### config.mk
export PLATFORM = sky130hd
export DESIGN_NAME = simonCore
export DESIGN_NICKNAME = d
export VERILOG_FILES = /design/src/design/simonPkg.sv /design/src/design/blockIf.sv /design/src/design/simonCore.sv /design/src/design/simonRoundEngine.sv /design/src/design/simonBlockFifo.sv /design/src/design/simonKeySchedule.sv
export VERILOG_INCLUDE_DIRS = /design/src /design/src/include
export SDC_FILE = /design/constraint.sdc
export NUM_CORES = 1
export LEC_CHECK = 0
export BUFFER_PORTS_ARGS = -buffer_cell sky130_fd_sc_hd__buf_2
export CAP_MARGIN = 20
export CELL_PAD_IN_SITES_DETAIL_PLACEMENT = 0
export CELL_PAD_IN_SITES_GLOBAL_PLACEMENT = 1
export CORE_MARGIN = 2
export CORE_UTILIZATION = 48
export CTS_CLUSTER_SIZE = 8
export DETAILED_ROUTE_END_ITERATION = 7
export PLACE_DENSITY_LB_ADDON = 0.1
export SYNTH_ARGS = -nofsm -noshare
export SYNTH_HDL_FRONTEND = slang
export SYNTH_HIERARCHICAL = 1
export SYNTH_SLANG_ARGS = --single-unit
### constraint.sdc
create_clock -name clkAll -period 6.05 [get_ports clkAll]
set_clock_uncertainty 0.15 [all_clocks]
set_input_delay 1.21 -clock clkAll [delete_from_list [all_inputs] [get_ports clkAll]]
set_output_delay 1.21 -clock clkAll [all_outputs]
set_load 0.02 [all_outputs]
### src/include/simon_cfg.svh
`ifndef SIMON_CFG_SVH
`define SIMON_CFG_SVH

// SIMON 32/64 geometry
`define SIMON_WORD 16
`define SIMON_KEY_WORDS 4
`define SIMON_ROUNDS 32

// Block FIFO entries as a power of two
`define SIMON_FIFO_DEPTH 4

// z0 sequence with element j in bit j
`define SIMON_Z0 62'h19C3522FB386A45F

`endif
### src/design/simonPkg.sv
`include "simon_cfg.svh"

package simonPkg;

	typedef enum logic {opEncrypt, opDecrypt} cipherOp;

	typedef enum logic [1:0] {ksIdle, ksExpand, ksReady} keyState;

	typedef enum logic [1:0] {esIdle, esRound, esHold} engineState;

	localparam logic [61:0] zSeq = `SIMON_Z0;

	// One Feistel round with x in the upper word
	function automatic logic [2*`SIMON_WORD-1:0] simonRound(
		input logic [2*`SIMON_WORD-1:0] blk,
		input logic [`SIMON_WORD-1:0] rk);
		logic [`SIMON_WORD-1:0] x;
		logic [`SIMON_WORD-1:0] y;
		logic [`SIMON_WORD-1:0] f;
		x = blk[2*`SIMON_WORD-1:`SIMON_WORD];
		y = blk[`SIMON_WORD-1:0];
		f = ({x[`SIMON_WORD-2:0], x[`SIMON_WORD-1]}
			& {x[`SIMON_WORD-9:0], x[`SIMON_WORD-1:`SIMON_WORD-8]})
			^ {x[`SIMON_WORD-3:0], x[`SIMON_WORD-1:`SIMON_WORD-2]};
		return {y ^ f ^ rk, x};
	endfunction

	// prev[3] is k[i-1] and prev[0] is k[i-4]
	function automatic logic [`SIMON_WORD-1:0] keyStep(
		input logic [`SIMON_KEY_WORDS-1:0][`SIMON_WORD-1:0] prev,
		input int idx);
		logic [`SIMON_WORD-1:0] tmp;
		logic zBit;
		tmp = {prev[`SIMON_KEY_WORDS-1][2:0], prev[`SIMON_KEY_WORDS-1][`SIMON_WORD-1:3]}
			^ prev[1];
		tmp = tmp ^ {tmp[0], tmp[`SIMON_WORD-1:1]};
		zBit = zSeq[(idx - `SIMON_KEY_WORDS) % 62];
		// ~k ^ 3 folded into the constant
		return prev[0] ^ tmp ^ {{(`SIMON_WORD-2){1'b1}}, 1'b0, zBit};
	endfunction

endpackage

### src/design/blockIf.sv
`timescale 1ns/1ps
`include "simon_cfg.svh"

interface blockIf;

	logic valid;
	logic ready;
	logic [2*`SIMON_WORD-1:0] data;
	simonPkg::cipherOp op;

	modport source
	(
		output valid,
		output data,
		output op,
		input ready
	);

	modport sink
	(
		input valid,
		input data,
		input op,
		output ready
	);

endinterface

### src/design/simonCore.sv
`timescale 1ns/1ps
`include "simon_cfg.svh"

module simonCore
(
	input logic clkAll,
	input logic nR,
	input logic keyValid,
	output logic keyReady,
	input logic [`SIMON_KEY_WORDS-1:0][`SIMON_WORD-1:0] key,
	input logic inValid,
	output logic inReady,
	input logic [2*`SIMON_WORD-1:0] inData,
	input logic inDecrypt,
	output logic outValid,
	input logic outReady,
	output logic [2*`SIMON_WORD-1:0] outData
);

	logic [4:0] keyIndex;
	logic [`SIMON_WORD-1:0] roundKey;
	logic keysReady;
	logic engineBusy;

	blockIf inLink();
	blockIf queueLink();

	assign inLink.valid = inValid;
	assign inLink.data = inData;
	assign inLink.op = inDecrypt ? simonPkg::opDecrypt : simonPkg::opEncrypt;
	assign inReady = inLink.ready;

	simonKeySchedule keySchedule
	(
		.clkAll(clkAll),
		.nR(nR),
		.keyValid(keyValid),
		.keyReady(keyReady),
		.key(key),
		.engineBusy(engineBusy),
		.keyIndex(keyIndex),
		.roundKey(roundKey),
		.keysReady(keysReady)
	);

	simonBlockFifo blockFifo
	(
		.clkAll(clkAll),
		.nR(nR),
		.pushSide(inLink.sink),
		.popSide(queueLink.source)
	);

	simonRoundEngine roundEngine
	(
		.clkAll(clkAll),
		.nR(nR),
		.blockIn(queueLink.sink),
		.keysReady(keysReady),
		.keyIndex(keyIndex),
		.roundKey(roundKey),
		.engineBusy(engineBusy),
		.outValid(outValid),
		.outReady(outReady),
		.outData(outData)
	);

endmodule

### src/design/simonRoundEngine.sv
`timescale 1ns/1ps
`include "simon_cfg.svh"

module simonRoundEngine
(
	input logic clkAll,
	input logic nR,
	blockIf.sink blockIn,
	input logic keysReady,
	output logic [4:0] keyIndex,
	input logic [`SIMON_WORD-1:0] roundKey,
	output logic engineBusy,
	output logic outValid,
	input logic outReady,
	output logic [2*`SIMON_WORD-1:0] outData
);

	localparam logic [4:0] lastRound = 5'(`SIMON_ROUNDS - 1);

	simonPkg::engineState state;
	simonPkg::cipherOp curOp;
	logic [4:0] roundCnt;
	logic [2*`SIMON_WORD-1:0] work;
	logic accept;
	logic isDec;

	assign blockIn.ready = (state == simonPkg::esIdle) && keysReady;
	assign accept = blockIn.valid && blockIn.ready;
	assign engineBusy = (state != simonPkg::esIdle);
	assign isDec = (curOp == simonPkg::opDecrypt);

	// Decryption walks the key store backwards
	assign keyIndex = isDec ? (lastRound - roundCnt) : roundCnt;

	always_ff @(posedge clkAll, negedge nR)
	begin
		if (!nR)
		begin
			state <= simonPkg::esIdle;
			curOp <= simonPkg::opEncrypt;
			roundCnt <= '0;
			outValid <= 1'b0;
		end
		else
		begin
			unique case (state)
			simonPkg::esIdle:
			begin
				if (accept)
				begin
					state <= simonPkg::esRound;
					curOp <= blockIn.op;
					roundCnt <= '0;
				end
			end
			simonPkg::esRound:
			begin
				roundCnt <= roundCnt + 5'd1;
				if (roundCnt == lastRound)
					state <= simonPkg::esHold;
			end
			simonPkg::esHold:
			begin
				// One cycle to fill the hold register, then wait for the sink
				if (!outValid)
					outValid <= 1'b1;
				else if (outReady)
				begin
					outValid <= 1'b0;
					state <= simonPkg::esIdle;
				end
			end
			default:
				state <= simonPkg::esIdle;
			endcase
		end
	end

	always_ff @(posedge clkAll)
	begin
		if (accept)
		begin
			if (blockIn.op == simonPkg::opDecrypt)
				work <= {blockIn.data[`SIMON_WORD-1:0], blockIn.data[2*`SIMON_WORD-1:`SIMON_WORD]};
			else
				work <= blockIn.data;
		end
		else if (state == simonPkg::esRound)
			work <= simonPkg::simonRound(work, roundKey);

		if ((state == simonPkg::esHold) && !outValid)
			outData <= isDec ? {work[`SIMON_WORD-1:0], work[2*`SIMON_WORD-1:`SIMON_WORD]} : work;
	end

	holdStable: assert property (@(posedge clkAll) disable iff (!nR)
		(outValid && !outReady) |=> (outValid && $stable(outData)));

endmodule

### src/design/simonBlockFifo.sv
`timescale 1ns/1ps
`include "simon_cfg.svh"

module simonBlockFifo
(
	input logic clkAll,
	input logic nR,
	blockIf.sink pushSide,
	blockIf.source popSide
);

	localparam int ptrBits = $clog2(`SIMON_FIFO_DEPTH);
	localparam logic [ptrBits:0] fullCount = (ptrBits + 1)'(`SIMON_FIFO_DEPTH);

	logic [2*`SIMON_WORD-1:0] dataMem [`SIMON_FIFO_DEPTH];
	simonPkg::cipherOp opMem [`SIMON_FIFO_DEPTH];
	logic [ptrBits-1:0] wrPtr;
	logic [ptrBits-1:0] rdPtr;
	logic [ptrBits:0] count;
	logic doPush;
	logic doPop;

	assign pushSide.ready = (count != fullCount);
	assign popSide.valid = (count != '0);
	assign popSide.data = dataMem[rdPtr];
	assign popSide.op = opMem[rdPtr];

	assign doPush = pushSide.valid && pushSide.ready;
	assign doPop = popSide.valid && popSide.ready;

	always_ff @(posedge clkAll, negedge nR)
	begin
		if (!nR)
		begin
			wrPtr <= '0;
			rdPtr <= '0;
			count <= '0;
		end
		else
		begin
			// Pointers wrap on their own since the depth is a power of two
			if (doPush)
				wrPtr <= wrPtr + 1'b1;
			if (doPop)
				rdPtr <= rdPtr + 1'b1;
			unique case ({doPush, doPop})
			2'b10: count <= count + 1'b1;
			2'b01: count <= count - 1'b1;
			default: count <= count;
			endcase
		end
	end

	always_ff @(posedge clkAll)
	begin
		if (doPush)
		begin
			dataMem[wrPtr] <= pushSide.data;
			opMem[wrPtr] <= pushSide.op;
		end
	end

	// Occupancy stays within the depth and agrees with the pointers
	occupancyBound: assert property (@(posedge clkAll) disable iff (!nR)
		(count <= fullCount) && (count[ptrBits-1:0] == wrPtr - rdPtr));

endmodule

### src/design/simonKeySchedule.sv
`timescale 1ns/1ps
`include "simon_cfg.svh"

module simonKeySchedule
(
	input logic clkAll,
	input logic nR,
	input logic keyValid,
	output logic keyReady,
	input logic [`SIMON_KEY_WORDS-1:0][`SIMON_WORD-1:0] key,
	input logic engineBusy,
	input logic [4:0] keyIndex,
	output logic [`SIMON_WORD-1:0] roundKey,
	output logic keysReady
);

	localparam logic [4:0] firstIdx = 5'(`SIMON_KEY_WORDS);
	localparam logic [4:0] lastIdx = 5'(`SIMON_ROUNDS - 1);

	simonPkg::keyState state;
	logic [4:0] expIdx;
	logic [`SIMON_WORD-1:0] keyStore [`SIMON_ROUNDS];
	logic [`SIMON_KEY_WORDS-1:0][`SIMON_WORD-1:0] window;
	logic [`SIMON_WORD-1:0] nextKey;
	logic keyTake;

	// Never swap keys under a running block
	assign keyReady = (state != simonPkg::ksExpand) && !engineBusy;
	assign keyTake = keyValid && keyReady;
	// A key being loaded wins over a waiting block
	assign keysReady = (state == simonPkg::ksReady) && !keyTake;
	assign roundKey = keyStore[keyIndex];
	assign nextKey = simonPkg::keyStep(window, int'(expIdx));

	always_ff @(posedge clkAll, negedge nR)
	begin
		if (!nR)
		begin
			state <= simonPkg::ksIdle;
			expIdx <= firstIdx;
		end
		else
		begin
			unique case (state)
			simonPkg::ksIdle, simonPkg::ksReady:
			begin
				if (keyTake)
				begin
					state <= simonPkg::ksExpand;
					expIdx <= firstIdx;
				end
			end
			simonPkg::ksExpand:
			begin
				expIdx <= expIdx + 5'd1;
				if (expIdx == lastIdx)
					state <= simonPkg::ksReady;
			end
			default:
				state <= simonPkg::ksIdle;
			endcase
		end
	end

	// Key store and sliding window of the last four round keys
	always_ff @(posedge clkAll)
	begin
		if (keyTake)
		begin
			window <= key;
			for (int i = 0; i < `SIMON_KEY_WORDS; i++)
				keyStore[i] <= key[i];
		end
		else if (state == simonPkg::ksExpand)
		begin
			keyStore[expIdx] <= nextKey;
			window <= {nextKey, window[`SIMON_KEY_WORDS-1:1]};
		end
	end

	// Engine cannot start in the cycle after a new key
	keyIdleAtLoad: assert property (@(posedge clkAll) disable iff (!nR)
		(keyValid && keyReady) |=> !engineBusy);

endmodule

==> qor.yml <==
status:
  status: "complete, no violations"
global_routing:
  grt_pass1_wl_mm: 119.9
  grt_usage: 0.2330
  antenna_found_initial: 5
  grt-ovfl-total: 0
  grt_pass1_vias: 17870
  grt_max_degree: 111
finish:
  area_delta_synth_final_pct: 15.22
  utilization: 0.5563
  layout_common_cells: "772 x edfxtp_1, 198 x nand2_1, 193 x mux4_2"
  fin_nets: 2189
  layout-drive-gt1-share: 0.3005
  final_common_cell: "edfxtp_1"
placement:
  hpwl_mm: 50.73
  port-buffer-count: 136
  gp_congestion: 0.8107
floorplanning:
  start_util: 0.4828
  fp.dieArea_um2: 72200
  fp.dieW_um: 268.7
  ioPinCount: 137
  num_rows: 97
  core_um2: 69660
  die_h_um: 268.7
synth:
  synthAdderAreaFrac: 0.008036
  syn_nets: 1982
  synthTopCellsByArea: "edfxtp_1 69%, mux4_2 13%, nand2_1 2.2%"
  yosys.cell_types.count: 63
  async_flop_share: 0.02893
  synth_top_family_by_area: "multiplexers"
  syn_area_um2: 33630
  synth_xor_area_frac: 0.03274
  syn_inst: 1859
  synth_area_per_cell_um2: 18.09
  synth_mux_area_frac: 0.1555
  synth-warning-count: 6
  synth_enable_flop_cells: 772
  synth_top_area_share: 0.6893
  synth.largest_area_cell: "edfxtp_1"
  ys.flop_type: "edfxtp_1"
  ys_seq_elements: 795
  synth_compound_gate_area_share: 0.03345
  synthSimpleGateAreaFrac: 0.04717
  seq_area_frac_synth: 0.7065
clock_network:
  cts_buffers: 109
  cts_sinks: 795
  clk_path_buf_depth: 3
  cts_tree: "yes"
  clk_pin_slew_ns: 0.05
  root_buffer: "clkbuf_16"
  cts_setup_buffers: 0
  worst_skew_pair.late_latency_ns: 0.67
  htreeDepth: 3
  postCtsHoldBufs: 0
  cts_resized: 0
sta:
  finalSetupViolCount: 0
  fin_crit_sh: 0.6807
  timing.final.crit_period_ns: 4.118
  finalSetupTns_ns: 0
  rsz0062_at_grt: "no"
  tightest_slew_ns: 1.054
  slew_viol_final: 0
  timing.fmax_ghz: 0.2428
  hold_viol: 0
  holdWs_ns: 0.3668
  slew_headroom: 0.2928
worst_setup_path:
  cp.required_ns: 6.35
  cp_max_fo: 28
  worst-path-buf-inv: 2
  cp-start-kind: "register"
  rr_worst_depth: 10
  cp_slowest_stage_delay_ns: 0.74
  path_class: "register to register"
  worstPathArrival_ns: 4.42
  worstSetupPathDepth: 10
  cp_slowest_cell: "dfrtp_1"
  critPathCaptureType: "register"
  worstPathCellList: "inv_1 -> ha_1 -> or3_4 -> a2111oi_4 -> nor3_1 -> or3b_1 -> a31oi_1 -> mux2i_1 -> xnor2_2 -> buf_4"
  cp_top_family: "simple AND/OR/NAND/NOR gates"
min_path:
  hold_class: "register to register"
  hold_path_depth: 2
routing:
  antenna_left: 0
  drc: 0
  vias_per_cell: 5.702
  drtPass1Iterations: 5
  via_count: 17420
  wirelength_mm: 81.98
  drt_iter0_markers: 1447
  wl_per_cell_um: 26.83
job:
  cap_violations: 0
-- area by class of cell --
type                            instances  area [µm²]
Multi-Input combinational cell        938        9487
Fill cell                            5523       30910
Antenna cell                            2       5.005
Clock buffer                          151        2907
Inverter                               27       101.3
Tap cell                              940        1176
Clock inverter                          7       140.1
Sequential cell                       795       23760
Timing Repair Buffer                  195        1174
-- worst min-delay path, cell delays in order (launching register included) --
cell and delay (ns):
edfxtp_1 0.32, nand2_1 0.04, nand2_1 0.05
-- routing by layer --
metal | wire length (µm) | share of wire | GRT usage
met1 | 33600 | 0.41 | 0.3133
met2 | 40710 | 0.50 | 0.3857
met3 | 5070 | 0.062 | 0.03963
met4 | 2581 | 0.031 | 0.08438
met5 | 21 | 0.00026 | 0
-- metrics by stage --
stage	std cells	setup slack, ns	cell area, µm²
finish	3055	1.932	38750
CTS	3052	1.874	38740
detailed placement	2894	1.908	35690
floorplan	1859	0.2800	33630
global placement	2894	1.912	35690
global route	3053	1.573	38750
-- flip-flops by register name, indices dropped and copies added (netlist names) --
signal	flops
blockFifo/opMem	4
roundEngine/outData	32
roundEngine/roundCnt	5
roundEngine/curOp	1
roundEngine/state	2
roundEngine/work	32
roundEngine/outValid	1
blockFifo/dataMem	128
keySchedule/keyStore	512
keySchedule/expIdx	5
blockFifo/rdPtr	2
keySchedule/state	2
blockFifo/count	3
keySchedule/window	64
blockFifo/wrPtr	2
-- final timing paths --
kind,startpoint,to,slack (ns)
max in group asynchronous,nR,roundEngine/curOp$_DFFE_PN0P_,4.93
hold reg to reg,keySchedule/window[39]$_DFFE_PP_,keySchedule/window[23]$_DFFE_PP_,0.37
hold / removal,keySchedule/window[39]$_DFFE_PP_,keySchedule/window[23]$_DFFE_PP_,0.37
setup reg to reg,keySchedule/expIdx[0]$_DFFE_PN0P_,keySchedule/keyStore[20][0]$_DFFE_PP_,1.93
setup / recovery,keySchedule/expIdx[0]$_DFFE_PN0P_,keySchedule/keyStore[20][0]$_DFFE_PP_,1.93
min in group asynchronous,nR,blockFifo/wrPtr[1]$_DFFE_PN0P_,0.38
-- cell usage after synthesis, types with 5 or more instances --
| library cell | n |
|---|---|
| xnor3_1 | 17 |
| nand3_1 | 11 |
| dfrtp_1 | 22 |
| xnor2_1 | 67 |
| mux2i_1 | 20 |
| nand2_1 | 199 |
| xor2_1 | 15 |
| a211oi_2 | 15 |
| nor2b_1 | 17 |
| clkbuf_1 | 51 |
| mux2_2 | 58 |
| mux4_2 | 193 |
| or3_1 | 7 |
| inv_1 | 27 |
| buf_1 | 20 |
| ha_1 | 20 |
| nor2_1 | 115 |
| buf_4 | 9 |
| o21ai_0 | 33 |
| a21oi_2 | 8 |
| a21o_1 | 5 |
| edfxtp_1 | 772 |
| buf_2 | 15 |
| a21oi_1 | 82 |
-- logic make-up (layout without fill, tap and decap cells) --
family,after synthesis,in the layout
and+or+nand+nor,376,376
buffers and inverters,126,380
xor gates and xnor gates,99,99
AOI/OAI and AO/OA,169,169
adders and majority gates,21,21
other,0,2
muxes,273,273
DFF,795,795
Power is left out: the tool's default activity adds up to more than one toggle a clock period on the data nets, which glitch-free logic cannot reach.
